**src/common/video_pkg.sv**
```systemverilog
// screen timing for a 384x264 raster at the cen6 pixel rate; CHAR_LAT must match the colmix blank delay
package video_pkg;

    // raster counters
    typedef logic [8:0] h_cnt_t;
    typedef logic [8:0] v_cnt_t;

    // horizontal timing, active pixels at h 0..255
    localparam int H_TOTAL   = 384;
    localparam int H_VISIBLE = 256;

    // vertical timing, active lines at v 16..239
    localparam int V_TOTAL   = 264;
    localparam int V_VISIBLE = 224;
    localparam int V_START   = 16;

    // sync pulses, start inclusive and end exclusive
    localparam int HS_START  = 300;
    localparam int HS_END    = 332;
    localparam int VS_START  = 250;
    localparam int VS_END    = 253;

    // char pixel is {palette[1:0], colour[3:0]}
    typedef logic [5:0] char_pxl_t;

    // one colour channel at the video output
    typedef logic [3:0] rgb4_t;

    // pixels from h to the char pixel for screen column h - CHAR_LAT
    localparam int CHAR_LAT  = 7;

endpackage

```
**src/common/cpu_bus_pkg.sv**
```systemverilog
// CPU side and graphics ROM widths; the tile map decodes only cpu_addr 0..2047
package cpu_bus_pkg;

    // main CPU address as seen by the video board
    typedef logic [11:0] cpu_addr_t;

    // CPU data bus
    typedef logic [7:0]  byte_t;

    // palette RAM entry, 64 of them
    typedef logic [5:0]  pal_idx_t;

    // char ROM word address, {code[9:0], row[2:0], half}
    typedef logic [13:0] rom_addr_t;

    // char ROM word, 4 pixels of 4 bits, lowest nibble first
    typedef logic [15:0] rom_word_t;

endpackage

```
**src/colmix/colmix.sv**
```systemverilog
// write-only 64-entry palette; blank delay fixed at CHAR_LAT+1 pixels, PALW at most 2
module colmix #(
    parameter int PALW = 2
) (
    input  logic                  clk,
    input  logic                  rst_n,
    input  logic                  cen6,
    input  video_pkg::char_pxl_t  char_pxl,
    input  logic                  pre_lhbl,
    input  logic                  pre_lvbl,
    input  cpu_bus_pkg::pal_idx_t cpu_addr,
    input  cpu_bus_pkg::byte_t    cpu_dout,
    input  logic                  rnw,
    input  logic                  redgreen_cs,
    input  logic                  blue_cs,
    output video_pkg::rgb4_t      red,
    output video_pkg::rgb4_t      green,
    output video_pkg::rgb4_t      blue,
    output logic                  lhbl,
    output logic                  lvbl
);
    import video_pkg::*;
    import cpu_bus_pkg::*;

    // char pixel latency plus the lookup register
    localparam int DLY  = CHAR_LAT + 1;
    localparam int IDXW = PALW + 4;

    // entry is {red, green, blue}
    logic [11:0]    pal_ram [64];
    logic [11:0]    pal_rd;
    pal_idx_t       pxl_idx;
    logic [DLY-1:0] hb_sr;
    logic [DLY-1:0] vb_sr;

    assign pxl_idx = pal_idx_t'(char_pxl[IDXW-1:0]);
    assign pal_rd  = pal_ram[pxl_idx];

    // red and green share one byte, blue sits alone in the low nibble
    always_ff @(posedge clk) begin
        if (redgreen_cs && !rnw) begin
            pal_ram[cpu_addr][11:4] <= cpu_dout;
        end
        if (blue_cs && !rnw) begin
            pal_ram[cpu_addr][3:0] <= cpu_dout[3:0];
        end
    end

    // tap DLY-2 is the blank of the pixel being looked up
    always_ff @(posedge clk) begin
        if (!rst_n) begin
            hb_sr <= '0;
            vb_sr <= '0;
            red   <= '0;
            green <= '0;
            blue  <= '0;
        end else if (cen6) begin
            hb_sr <= {hb_sr[DLY-2:0], pre_lhbl};
            vb_sr <= {vb_sr[DLY-2:0], pre_lvbl};
            if (hb_sr[DLY-2] && vb_sr[DLY-2]) begin
                {red, green, blue} <= pal_rd;
            end else begin
                {red, green, blue} <= '0;
            end
        end
    end

    assign lhbl = hb_sr[DLY-1];
    assign lvbl = vb_sr[DLY-1];

    // the address decoder must keep the two palette strobes apart
    a_cs_excl: assert property (
        @(posedge clk) disable iff (!rst_n) !(redgreen_cs && blue_cs)
    );

endmodule

```
**config.mk**
```make
export PLATFORM = sky130hd
export DESIGN_NAME = colmix
export DESIGN_NICKNAME = d
export VERILOG_FILES = /design/src/common/video_pkg.sv /design/src/common/cpu_bus_pkg.sv /design/src/colmix/colmix.sv
export SDC_FILE = /design/constraint.sdc
export NUM_CORES = 1
export LEC_CHECK = 0
export ABC_AREA = 1
export BUFFER_PORTS_ARGS = -buffer_cell sky130_fd_sc_hd__buf_2
export CORE_MARGIN = 10
export CORE_UTILIZATION = 51
export CTS_BUF_LIST = sky130_fd_sc_hd__clkbuf_16
export DETAILED_ROUTE_END_ITERATION = 6
export PLACE_DENSITY_LB_ADDON = 0.05
export SLEW_MARGIN = 20
export SYNTH_ARGS = -nofsm -noshare
export SYNTH_HDL_FRONTEND = slang
export SYNTH_SLANG_ARGS = --single-unit
```
**constraint.sdc**
```tcl
create_clock -name clk -period 5.3 [get_ports clk]
set_input_delay 0.265 -clock clk [delete_from_list [all_inputs] [get_ports clk]]
set_output_delay 0.265 -clock clk [all_outputs]
set_load 0.005 [all_outputs]
```
Word-level counts from Yosys, hierarchy flattened
Memories as Yosys holds them, arrays and structs flattened.
Index checks and enable logic that the tools add are counted.

cells by class
  multiplexer cells = 7
  reduce and logical (&&, ||, !) cells = 4

operators with widths
  kind               number
  4-bit two-way mux  3
  1-bit two-way mux  4
  1-bit logical AND  3
  1-bit zero test    1

storage, ports and cells
  logic and storage cells = 17
  output and inout port bits = 14
  register bits after elaboration = 28
  input port bits = 28
  memories kept = 1
  RAM bits = 768

memory list
  memory   words  width  rd ports  clocked after memory_dff  wr ports  RTL line      source
  pal_ram  64     12     1         0                         1         colmix.sv:30  logic [11:0] pal_ram [64];

Depth between registers and ports, before layout
  depth after elaboration = 4
  depth in mapped cells = 14
  mapped depth without buffers = 11

Worst setup path after synthesis
OpenSTA, ideal clock, no wires.

  kind = input -> register
  from = in cpu_addr[0]
  to = mem pal_ram[10][10], enable pin
  buffers on the path = 1
  setup time = 0.383 ns
  arrival time = 1.685 ns
  setup slack = 3.231 ns
  stages = 4
  data required time = 4.917 ns
  path through = clkbuf_1 > nor3_1 > clkinv_1 > nor3_1

RTL lines
  item                RTL line      source
  start: declaration  colmix.sv:11  input cpu_bus_pkg::pal_idx_t cpu_addr,
  end: declaration    colmix.sv:30

Straight into the memory's write port.

Worst setup path in the final report
  from = in cpu_addr[2]
  to = mem pal_ram[6][4], enable pin

Straight into the memory's write port.

==> results.yml <==
run_status:
  status: "complete, no violations"
power:
  seq_power_share_pct: 52.4
  switching_power_uw: 3000
  p_sw_share_pct: 22.6
  power_uw: 13200
  p_per_area_mw_per_mm2: 365
  p_clk_share_pct: 41.4
  p_int_uw: 10200
  p_comb_share_pct: 6.2
  leakagePower_uw: 0.0129
  peakVddDrop_v: 0.000334
worst_setup_path:
  reg2reg_to: "green[1]$_SDFFE_PN0P_"
  cp.depth: 7
  crit_path_start_kind: "primary input"
  ff2ff_path_depth: 10
  worstPathArrival_ns: 3.24
  critPathMaxFanout: 7
  crit_type: "in -> reg"
  cpPeakStageDelay_ns: 0.89
  cp_top_family: "buffers and inverters"
  worst-path-buf-inv: 5
  critPathSlowestCell: "nor3_1"
  worstPathCellList: "buf_2 > inv_1 > nor3_1 > clkinv_1 > buf_4 > nor3_1 > buf_4"
  worstSetupEndpoint: "pal_ram[6][4]$_DFFE_PP_"
  crit_required_ns: 5.63
  r2r_start: "pal_ram[13][5]$_DFFE_PP_"
  r2r_slack_ns: 3.68
  endpoint_kind: "flip-flop"
  crit_start: "cpu_addr[2]"
sta:
  report.final.slew_viol_count: 0
  holdWs_ns: 0.218
  tns_ns: 0
  min_period_ns: 2.92
  slew_headroom_pct: 24.0
  worst_pin_slew_ns: 1.14
  clock_skew_ns: 0.0136
  hold_viol_final: 0
  fin_crit_sh_pct: 55.0
  rsz0062_at_grt: "no"
  fmax_mhz: 343
  finalSetupViolCount: 0
synth:
  netlist_area_mm2: 0.0329
  synth_mux_area_share_pct: 0
  synth_area_per_cell_um2: 11.5
  yosys_warnings: 0
  synth_edf_count: 768
  yosys.area_share.adder_pct: 0
  synthSimpleGateAreaFrac_pct: 23.8
  ys_types: 20
  ys_seq_area_share_pct: 71.9
  syn_inst: 2869
  synth_compound_area_share_pct: 0.457
  synth_top_family_by_area: "simple AND/OR/NAND/NOR gates"
  synth_seq_cells: 796
  yosys.area_share.xor_xnor_pct: 0
  synth_fp_nets: 2897
  async_reset_ff_share_pct: 0
  synthFlopType: "edfxtp_1"
grt:
  track_usage_pct: 23.4
  grt_pass1_wl_um: 133000
  grt_antenna_before_repair: 2
  grt_remaining_overflow: 0
  grt_pass1_vias: 21147
  grt_max_degree: 169
run:
  maxCapViolCount: 0
floorplanning:
  start_util_pct: 51.8
  core-area_mm2: 0.0634
  die_y_um: 274
  dieArea_mm2: 0.0750
  ios: 42
  rows: 92
  die_w_um: 274
routing:
  drc: 0
  vias_per_cell: 5.78
  dr.pass1.iters: 6
  drt-initial-drc-count: 2403
  routedWlPerCell_um: 23.4
  postRouteAntennaNets: 0
  wl_um: 88200
  vias: 21803
place:
  dp_hpwl_um: 50500
  io_buffers: 41
  gp_congestion: 0.822
  placed_area_mm2: 0.0336
cells_and_area:
  nets: 2893
  final_cell_mix: "nand2_1 (1007), edfxtp_1 (768), nand3_1 (655)"
  final_area_mm2: 0.0363
  final_common_cell: "nand2_1"
  diodes: 0
  area_growth_pct: 10.4
  drive_gt1_share_pct: 8.81
clocking:
  clk_pin_slew_ns: 0.06
  clk_latency_ns: 0.63
  clk_path_buf_depth: 3
  cts_tree: "built"
  cts-root-buf: "clkbuf_16"
  clkSinkCount: 796
  cts_made_buffers: 82
  htree_num_levels: 3
hold_path:
  min_path_cells: 5
  hold_class: "in -> reg"
metal layers:
metal  vias to the layer above  wire length [um]  global-route usage, %
met4                         0              2120                   6.89
met1                     10745             38500                   33.4
li1                      10096                 -                      -
met2                       837             40800                   36.6
met3                       125              6750                   3.66
met5                         -                 0                      0
worst reg2reg max path, stage by stage (launching register included):
cell and delay [ns]:
edfxtp_1 0.36, nand2_1 0.07, nand3_1 0.10, nand3_1 0.16, nand2_1 0.07, nand2_1 0.09
nand3_1 0.26, nand3_1 0.18, nand2_1 0.06, nand2_1 0.06, a21oi_1 0.05
power groups by stage:
stage	Combinational [uW]	Sequential, uW	Clock (uW)
2_1_floorplan	488	7070	0
3_5_place_dp	812	7070	0
4_1_cts	818	6930	5570
6_report	821	6930	5490
5_1_grt	901	6930	5820
3_3_place_gp	806	7070	0
metrics by stage:
stage	worst slack, ns	instances	util, %
2_1_floorplan	3.23	2869	-
3_3_place_gp	1.59	3621	52.8
3_5_place_dp	1.79	3621	53.0
4_1_cts	2.45	3774	57.1
5_1_grt	2.26	3774	57.2
6_report	2.38	3774	57.2
kinds of logic (layout without fill, tap and decap cells):
group,count (synthesis),after routing
AOI/OAI and AO/OA,30,30
buffers and inverters,215,274
DFF,796,796
and+or+nand+nor,1828,1828
worst min-delay path by stage:
stage	end	slack (ns)	start
after floorplan	pal_ram[0][0]$_DFFE_PP_	0.36	cpu_dout[0]
after global placement	hb_sr[1]$_SDFFE_PN0P_	0.46	hb_sr[0]$_SDFFE_PN0P_
after detailed placement	vb_sr[3]$_SDFFE_PN0P_	0.47	vb_sr[2]$_SDFFE_PN0P_
after CTS	green[1]$_SDFFE_PN0P_	0.18	char_pxl[4]
after global routing	red[3]$_SDFFE_PN0P_	0.24	char_pxl[4]
final	red[1]$_SDFFE_PN0P_	0.22	char_pxl[4]
Yosys cell counts (2+ instances only):
| master | n | area share [%] |
|---|---|---|
| nand2_1 | 1009 | 12 |
| nand3_1 | 656 | 10 |
| buf_6 | 33 | 1.1 |
| inv_1 | 10 | 0.11 |
| clkinv_1 | 5 | 0.057 |
| buf_2 | 61 | 0.93 |
| nor2_1 | 45 | 0.51 |
| o21ai_0 | 15 | 0.23 |
| inv_2 | 4 | 0.046 |
| buf_1 | 18 | 0.21 |
| edfxtp_1 | 768 | 70 |
| nand3b_1 | 2 | 0.046 |
| nor3_1 | 116 | 1.8 |
| dfxtp_1 | 28 | 1.7 |
| buf_8 | 2 | 0.091 |
| buf_4 | 19 | 0.43 |
| a21oi_1 | 15 | 0.23 |
| clkbuf_1 | 61 | 0.70 |
area by class of cell:
cell class	count	area, um2
Fill cell	5293	27200
Inverter	20	93.8
Timing Repair Buffer	107	807
Tap cell	846	1060
Multi-Input combinational cell	1858	8150
Sequential cell	796	23600
Clock buffer	85	2130
Clock inverter	62	404
sequential cells by signal, indices dropped and copies added, names as in the netlist:
register / flops
red: 4
hb_sr: 8
blue: 4
vb_sr: 8
green: 4
pal_ram: 768
repair_timing:
item / CTS / global route
buffers inserted: 0 / 0
resized for setup: 0 / 0
hold buffers: 6 / 0
hold endpoints to repair: 15 / 0
No activity file was read; power rests on OpenSTA's default activity.
