[src/common/video_pkg.sv]
// screen timing for a 384x264 raster at the cen6 pixel rate; CHAR_LAT must match the colmix blank delay
package video_pkg;

    // raster counters
    typedef logic [8:0] h_cnt_t;
    typedef logic [8:0] v_cnt_t;

    // horizontal timing, active pixels at h 0..255
    localparam int H_TOTAL   = 384;
    localparam int H_VISIBLE = 256;

    // vertical timing, active lines at v 16..239
    localparam int V_TOTAL   = 264;
    localparam int V_VISIBLE = 224;
    localparam int V_START   = 16;

    // sync pulses, start inclusive and end exclusive
    localparam int HS_START  = 300;
    localparam int HS_END    = 332;
    localparam int VS_START  = 250;
    localparam int VS_END    = 253;

    // char pixel is {palette[1:0], colour[3:0]}
    typedef logic [5:0] char_pxl_t;

    // one colour channel at the video output
    typedef logic [3:0] rgb4_t;

    // pixels from h to the char pixel for screen column h - CHAR_LAT
    localparam int CHAR_LAT  = 7;

endpackage

[src/hdl/video_timer.sv]
// raster counters step only on cen6; blanking and sync change together with h and v, no extra delay
module video_timer (
    input  logic              clk,
    input  logic              rst_n,
    input  logic              cen6,
    output video_pkg::h_cnt_t h,
    output video_pkg::v_cnt_t v,
    output logic              pre_lhbl,
    output logic              pre_lvbl,
    output logic              hs,
    output logic              vs
);
    import video_pkg::*;

    h_cnt_t h_nx;
    v_cnt_t v_nx;

    // next raster position, v moves at the end of each line
    always_comb begin
        h_nx = h + 1'b1;
        v_nx = v;
        if (h == h_cnt_t'(H_TOTAL - 1)) begin
            h_nx = '0;
            v_nx = (v == v_cnt_t'(V_TOTAL - 1)) ? '0 : v + 1'b1;
        end
    end

    // decode from the next position so flags line up with h and v
    always_ff @(posedge clk) begin
        if (!rst_n) begin
            h        <= '0;
            v        <= '0;
            pre_lhbl <= 1'b0;
            pre_lvbl <= 1'b0;
            hs       <= 1'b0;
            vs       <= 1'b0;
        end else if (cen6) begin
            h        <= h_nx;
            v        <= v_nx;
            pre_lhbl <= h_nx < H_VISIBLE;
            pre_lvbl <= (v_nx >= V_START) && (v_nx < V_START + V_VISIBLE);
            hs       <= (h_nx >= HS_START) && (h_nx < HS_END);
            vs       <= (v_nx >= VS_START) && (v_nx < VS_END);
        end
    end

    // the char fetch and blank delay both rely on the raster period
    a_h_range: assert property (
        @(posedge clk) disable iff (!rst_n) h < H_TOTAL
    );

    a_v_range: assert property (
        @(posedge clk) disable iff (!rst_n) v < V_TOTAL
    );

endmodule

[config.mk]
export PLATFORM = sky130hd
export DESIGN_NAME = video_timer
export DESIGN_NICKNAME = d
export VERILOG_FILES = /design/src/common/video_pkg.sv /design/src/hdl/video_timer.sv
export SDC_FILE = /design/constraint.sdc
export NUM_CORES = 1
export LEC_CHECK = 0
export BUFFER_PORTS_ARGS = -buffer_cell sky130_fd_sc_hd__buf_2
export CAP_MARGIN = 20
export CELL_PAD_IN_SITES_DETAIL_PLACEMENT = 0
export CELL_PAD_IN_SITES_GLOBAL_PLACEMENT = 1
export CORE_MARGIN = 5
export CORE_UTILIZATION = 41
export DETAILED_ROUTE_END_ITERATION = 10
export GPL_TIMING_DRIVEN = 0
export PLACE_DENSITY = 0.81
export SLEW_MARGIN = 20
export SYNTH_ARGS = -nofsm -noshare
export SYNTH_HDL_FRONTEND = slang
export SYNTH_SLANG_ARGS = --single-unit
[constraint.sdc]
create_clock -name clk -period 2.9 [get_ports clk]
set_input_delay 0.435 -clock clk [delete_from_list [all_inputs] [get_ports clk]]
set_output_delay 0.435 -clock clk [all_outputs]
set_load 0.02 [all_outputs]
Word level (Yosys, flattened, before mapping)

Index checks and enable logic that the tools add are counted.

Register bits: 22
Input bits: 3

Add/sub/neg operators: 2
Order comparisons: 7
Equal/unequal tests: 2
Muxes and demuxes: 3
Reduce and logical (&&, ||, !) cells: 3

Operators with widths:

| operator                                                           | count |
|---|---|
| two-way mux 9 bit                                                  | 3 |
| adder 9 x 1 -> 9 bit (second input constant)                       | 2 |
| equality test 9 bit (second input constant)                        | 2 |
| less-than comparator 9 x 8 -> 1 bit (second input constant)        | 2 |
| less-than comparator 9 bit (second input constant)                 | 2 |
| greater-or-equal comparator 9 x 5 -> 1 bit (second input constant) | 1 |
| greater-or-equal comparator 9 x 8 -> 1 bit (second input constant) | 1 |
| greater-or-equal comparator 9 bit (second input constant)          | 1 |
| logical AND 1 bit                                                  | 3 |

Longest topological paths before layout

Depth in word-level cells: 5
Gate-level depth with buffers: 7

Worst setup path after synthesis

No wires, ideal clock.

Path type: reg-to-reg
From: register v[0]
To: register vs
Setup time: 0.117 ns
Data arrival time: 2.267 ns
Data required time: 2.783 ns
Slack: 0.515 ns
Cell stages (with the launch flop): 7
Path through: dfxtp_1 ha_1 or4b_4 nor4_4 o21ai_0 a22o_1 a32o_1

Longest elaborated chain between the ends: 5

Ends and longest elaborated chain:

| element                                                                                           | line              | text |
|---|---|---|
| start, declared                                                                                   | video_timer.sv:7  | `output video_pkg::v_cnt_t v,` |
| start signal, assigned                                                                            | video_timer.sv:39 | `v <= v_nx;` |
| adder 9 x 1 -> 9 bit or equality test 9 bit (tied branches)                                       | video_timer.sv:24 | `v_nx = (v == v_cnt_t'(V_TOTAL - 1)) ? '0 : v + 1'b1;` |
| two-way mux 9 bit                                                                                 | video_timer.sv:24 |  |
| two-way mux 9 bit *                                                                               | video_timer.sv:22 | `if (h == h_cnt_t'(H_TOTAL - 1)) begin` |
| greater-or-equal comparator 9 x 8 -> 1 bit or less-than comparator 9 x 8 -> 1 bit (tied branches) | video_timer.sv:43 | `vs <= (v_nx >= VS_START) && (v_nx < VS_END);` |
| logical AND 1 bit *                                                                               | video_timer.sv:43 |  |
| end signal, assigned                                                                              | video_timer.sv:43 |  |
| end, declared                                                                                     | video_timer.sv:11 | `output logic vs` |

Mark *: on every way between the ends. The rest lies on a longest branch, timed or not.
A chain may end at the register's enable or synchronous reset.

Worst setup path in the final report

From: register v[0]
To: register pre_lvbl

Longest elaborated chain between the ends: 5

Ends and longest elaborated chain:

| element                                                                                           | line              | text |
|---|---|---|
| adder 9 x 1 -> 9 bit or equality test 9 bit (tied branches)                                       | video_timer.sv:24 |  |
| two-way mux 9 bit                                                                                 | video_timer.sv:24 |  |
| two-way mux 9 bit *                                                                               | video_timer.sv:22 |  |
| greater-or-equal comparator 9 x 5 -> 1 bit or less-than comparator 9 x 8 -> 1 bit (tied branches) | video_timer.sv:41 | `pre_lvbl <= (v_nx >= V_START) && (v_nx < V_START + V_VISIBLE);` |
| logical AND 1 bit *                                                                               | video_timer.sv:41 |  |
| end signal, assigned                                                                              | video_timer.sv:41 |  |
| end, declared                                                                                     | video_timer.sv:9  | `output logic pre_lvbl,` |

Marks and branches as above.

==> out/results.md <==
| Group | Result | Reported |
|:---|:---|:---|
| floorplan | Number of ports placed on the die boundary | 25 |
| timing | Setup repair after global routing missed its margin | false |
| power and ir drop | Power share of the combinational group | 8.5% |
| detailed routing | Number of remaining DRC errors | 0 |
| worst hold path | Hold_sp | rst_n |
| worst hold path | HP Class | in -> reg |
| power and ir drop | Cell internal pwr | 468 uW |
| finish | Most common cell after layout, fill and taps aside | sky130_fd_sc_hd__buf_2 |
| floorplan | Starting utilization of the core area | 43.0% |
| clock network | H-tree levels | 1 |
| critical path | Critical Path Slowest Stage Cell | sky130_fd_sc_hd__a2111oi_0 |
| clock network | Resize count post-CTS | 0 |
| detailed routing | Per-cell routed wire length | 14.4 microns |
| floorplan | Placeable Area | 3390 sq um |
| global routing | Via count of the first global-routing pass | 1313 |
| floorplan | Width of the die | 69.6 microns |
| yosys | Synthesized area divided by synthesized cell count | 8.05 sq um |
| detailed routing | Via-to-Cell Ratio | 5.64 |
| timing | Max Freq | 0.385 GHz |
| yosys | Gate count of the mapped netlist | 181 |
| clock network | CTS tree | built |
| critical path | Endpoint kind of the worst setup timing path | register |
| critical path | Data arrival at the endpoint of the critical path | 2.80 ns |
| detailed routing | Total vias in the final route | 1438 |
| timing | Sum Neg Setup Slack | 0 ns |
| yosys | Seq cells post-synth | 22 |
| critical path | Critical path origin | v[0] |
| global routing | Wire length of the first global-routing pass | 6420 microns |
| floorplan | Full die area | 4840 sq um |
| floorplan | FP Rows | 21 |
| placed design | Final estimated routing congestion in global placement | 0.822 |
| clock network | Post-CTS setup buffer count | 0 |
| critical path | Biggest cell delay along the critical path | 0.51 ns |
| yosys | Mapped cell area | 1460 sq um |
| clock network | Clock-pin transition on the worst setup and hold timing paths | 0.14 ns |
| clock network | CTS root buf | sky130_fd_sc_hd__clkbuf_4 |
| finish | Inserted Diodes | 0 |
| global routing | Largest net degree at the start of global routing | 14 |
| critical path | Top fanout value on the critical path | 9 |
| detailed routing | Count of nets left with antenna violations after detail routing | 0 |
| power and ir drop | Switching part of the total power | 23.6% |
| timing | Clock Skews | 0.00819 ns |
| power and ir drop | Sequential fraction of design power | 51.6% |
| timing | Slew margin rel. | 53.7% |
| placed design | Port Buffers | 24 |
| finish | Fill cell total of the finished layout | 352 |
| critical path | CP delay by family, top | simple AND/OR/NAND/NOR gates |
| yosys | Net count after synthesis | 186 |
| yosys | Fraction of registers with async set/reset | 0% |
| clock network | CTS buffer count | 3 |
| finish | Final Net Count | 215 |
| critical path | Kind of start point of the critical path | register |
| clock network | Hold buffer count at cts | 0 |
| timing | Final Hold Fails | 0 |
| finish | Signed area change from the synthesized netlist to the final layout | 15.8% |
| finish | Leading cell types in the layout, fill and taps excluded | 26 x sky130_fd_sc_hd__buf_2, 24 x sky130_fd_sc_hd__nor2_1, 22 x sky130_fd_sc_hd__dfxtp_1 |
| critical path | Class of the most critical setup path | reg -> reg |
| power and ir drop | Part of the power in the clock network | 40.0% |
| power and ir drop | Net Switching | 145 uW |
| global routing | GRT overflow | 0 |
| power and ir drop | Largest vdd supply drop | 225 uV |
| critical path | Worst r2r src | v[0] |
| clock network | Buffer depth of the longest clock path | 2 |
| yosys | Netlist cell types | 51 |
| clock network | Clock network latency to the later pin of the worst-skew pair | 0.32 ns |
| clock network | Number of clock sinks seen by CTS | 22 |
| timing | Final-report max-slew violation count | 0 |
| critical path | Endpoint required time on the critical path | 3.10 ns |
| outcome | Run status | finished clean |
| critical path | Worst Path Buf+Inv | 0 |
| timing | Fin crit share | 89.6% |
| timing | Least-Margin Pin Slew | 0.692 ns |
| timing | Worst slack on hold paths | 0.352 ns |
| yosys | Synth warnings | 0 |
| yosys | Number of flops mapped to enable cells by yosys | 0 |
| finish | Share of layout cells above drive strength 1 | 21.5% |
| global routing | Antenna violations before repair | 0 |
| timing | Number of failing setup endpoints in the final timing report | 0 |
| timing | Final period demand of the worst path | 2.60 ns |
| placed design | Post-DP HPWL | 2720 microns |
| critical path | Cells along the critical path | ha_1 -> or4b_4 -> nor4_4 -> o21ai_1 -> a2111oi_0 -> o31ai_1 |
| detailed routing | Overall routed net length | 3670 microns |
| floorplan | Die height | 69.6 microns |
| detailed routing | Number of DRC markers in iteration 0 | 107 |
| yosys | Main synth FF type | sky130_fd_sc_hd__dfxtp_1 |
| yosys | Proportion of synthesized chip area in sequential cells | 30.2% |
| power and ir drop | Static power due to leakage | 0.000629 uW |
| power and ir drop | Power Dens Cells | 363 nW/um^2 |
| job | Max_cap viols | 0 |
| global routing | GRT Util Overall | 15.8% |
| detailed routing | First-pass DRT Iterations | 4 |
==> worst reg2reg max path: cells and delay by family (launching register included) <==
family          cells  cell delay [ns]
simple gates        2             0.94
compound gates      3             0.77
flops               1             0.49
fa+ha+maj           1             0.29
==> state kept, by name (all words and copies together) (netlist names) <==
signal	count
h	9
v	9
hs	1
pre_lhbl	1
pre_lvbl	1
vs	1
==> cell usage after synthesis, drive strengths merged (2+ instances only) <==
cell type  instances  area share (%)
a211oi             5             2.6
a21oi             15             5.2
and3               5             2.4
and4               3             1.8
buf                5             2.5
clkbuf             6             3.6
dfxtp             22              30
ha                 2             1.7
inv                2            0.52
mux2i              6             4.1
nand2             14             3.6
nand3              8             2.7
nand3b             2             1.0
nand4              6             2.6
nor2              24             6.2
nor2b              2            0.86
nor3               4             1.4
nor4               4             2.7
o21ai             10             3.7
o31ai              2             1.0
or3                4             1.8
xnor2              5             3.0
xor2               5             3.0
==> final cells by class <==
class	instances	area, sq um	area share (%)
multi-input cells	145	916	54.3
flip-flops and latches	22	440	26.1
inverters	3	11.3	0.668
plain buffers	11	88.8	5.27
clock inverters	1	30.0	1.78
clock buffers	3	22.5	1.34
repair buffers	24	120	7.12
well taps	46	57.6	3.41
==> final timing paths <==
| check | endpoint | slack, ns | cells past startpoint |
|---|---|---|---|
| setup / recovery | pre_lvbl | 0.30 | 6 |
| hold / removal | h[5] | 0.35 | 2 |
| setup reg to reg | pre_lvbl | 0.30 | 6 |
| hold reg to reg | pre_lvbl | 0.47 | 2 |
==> stage by stage <==
step / worst slack, ns / instances / util, % / area (sq um) / total power (uW)
floorplan: 0.515 / 181 / - / 1460 / 357
global placement: 0.321 / 251 / 48.2 / 1630 / 373
detailed placement: 0.365 / 251 / 48.2 / 1630 / 375
CTS: 0.333 / 255 / 49.8 / 1690 / 616
global route: 0.0526 / 255 / 49.8 / 1690 / 636
finish: 0.300 / 255 / 49.8 / 1690 / 613
==> routing by layer <==
metal	wire, microns	vias up	part of all wire, %	track usage (%)
li1	-	730	-	-
met1	1900	681	52	22.4
met2	1610	23	44	23.9
met3	127	4	3.5	3.19
met4	30	0	0.82	4.56
met5	0	-	0	0
==> power by group through the flow <==
stage	clock, uW	sequential (uW)	combinational [uW]
after floorplan	0	329	28.6
after global placement	0	322	51.0
after detailed placement	0	323	52.2
after CTS	248	316	52.3
after global routing	261	317	57.6
final	245	316	51.8
==> kinds of logic (layout without fill, tap and decap cells) <==
logic type,after synthesis,count (layout),synth area share (%)
AND/OR/NAND/NOR,83,83,31.4
multiplexers,7,7,4.90
buffers and inverters,14,42,6.87
flip-flops,22,22,30.2
AO/OA/AOI/OAI,43,43,18.8
XOR/XNOR,10,10,6.01
adder cells (fa/ha/maj),2,2,1.72
Power figures use the tool's default switching activity.
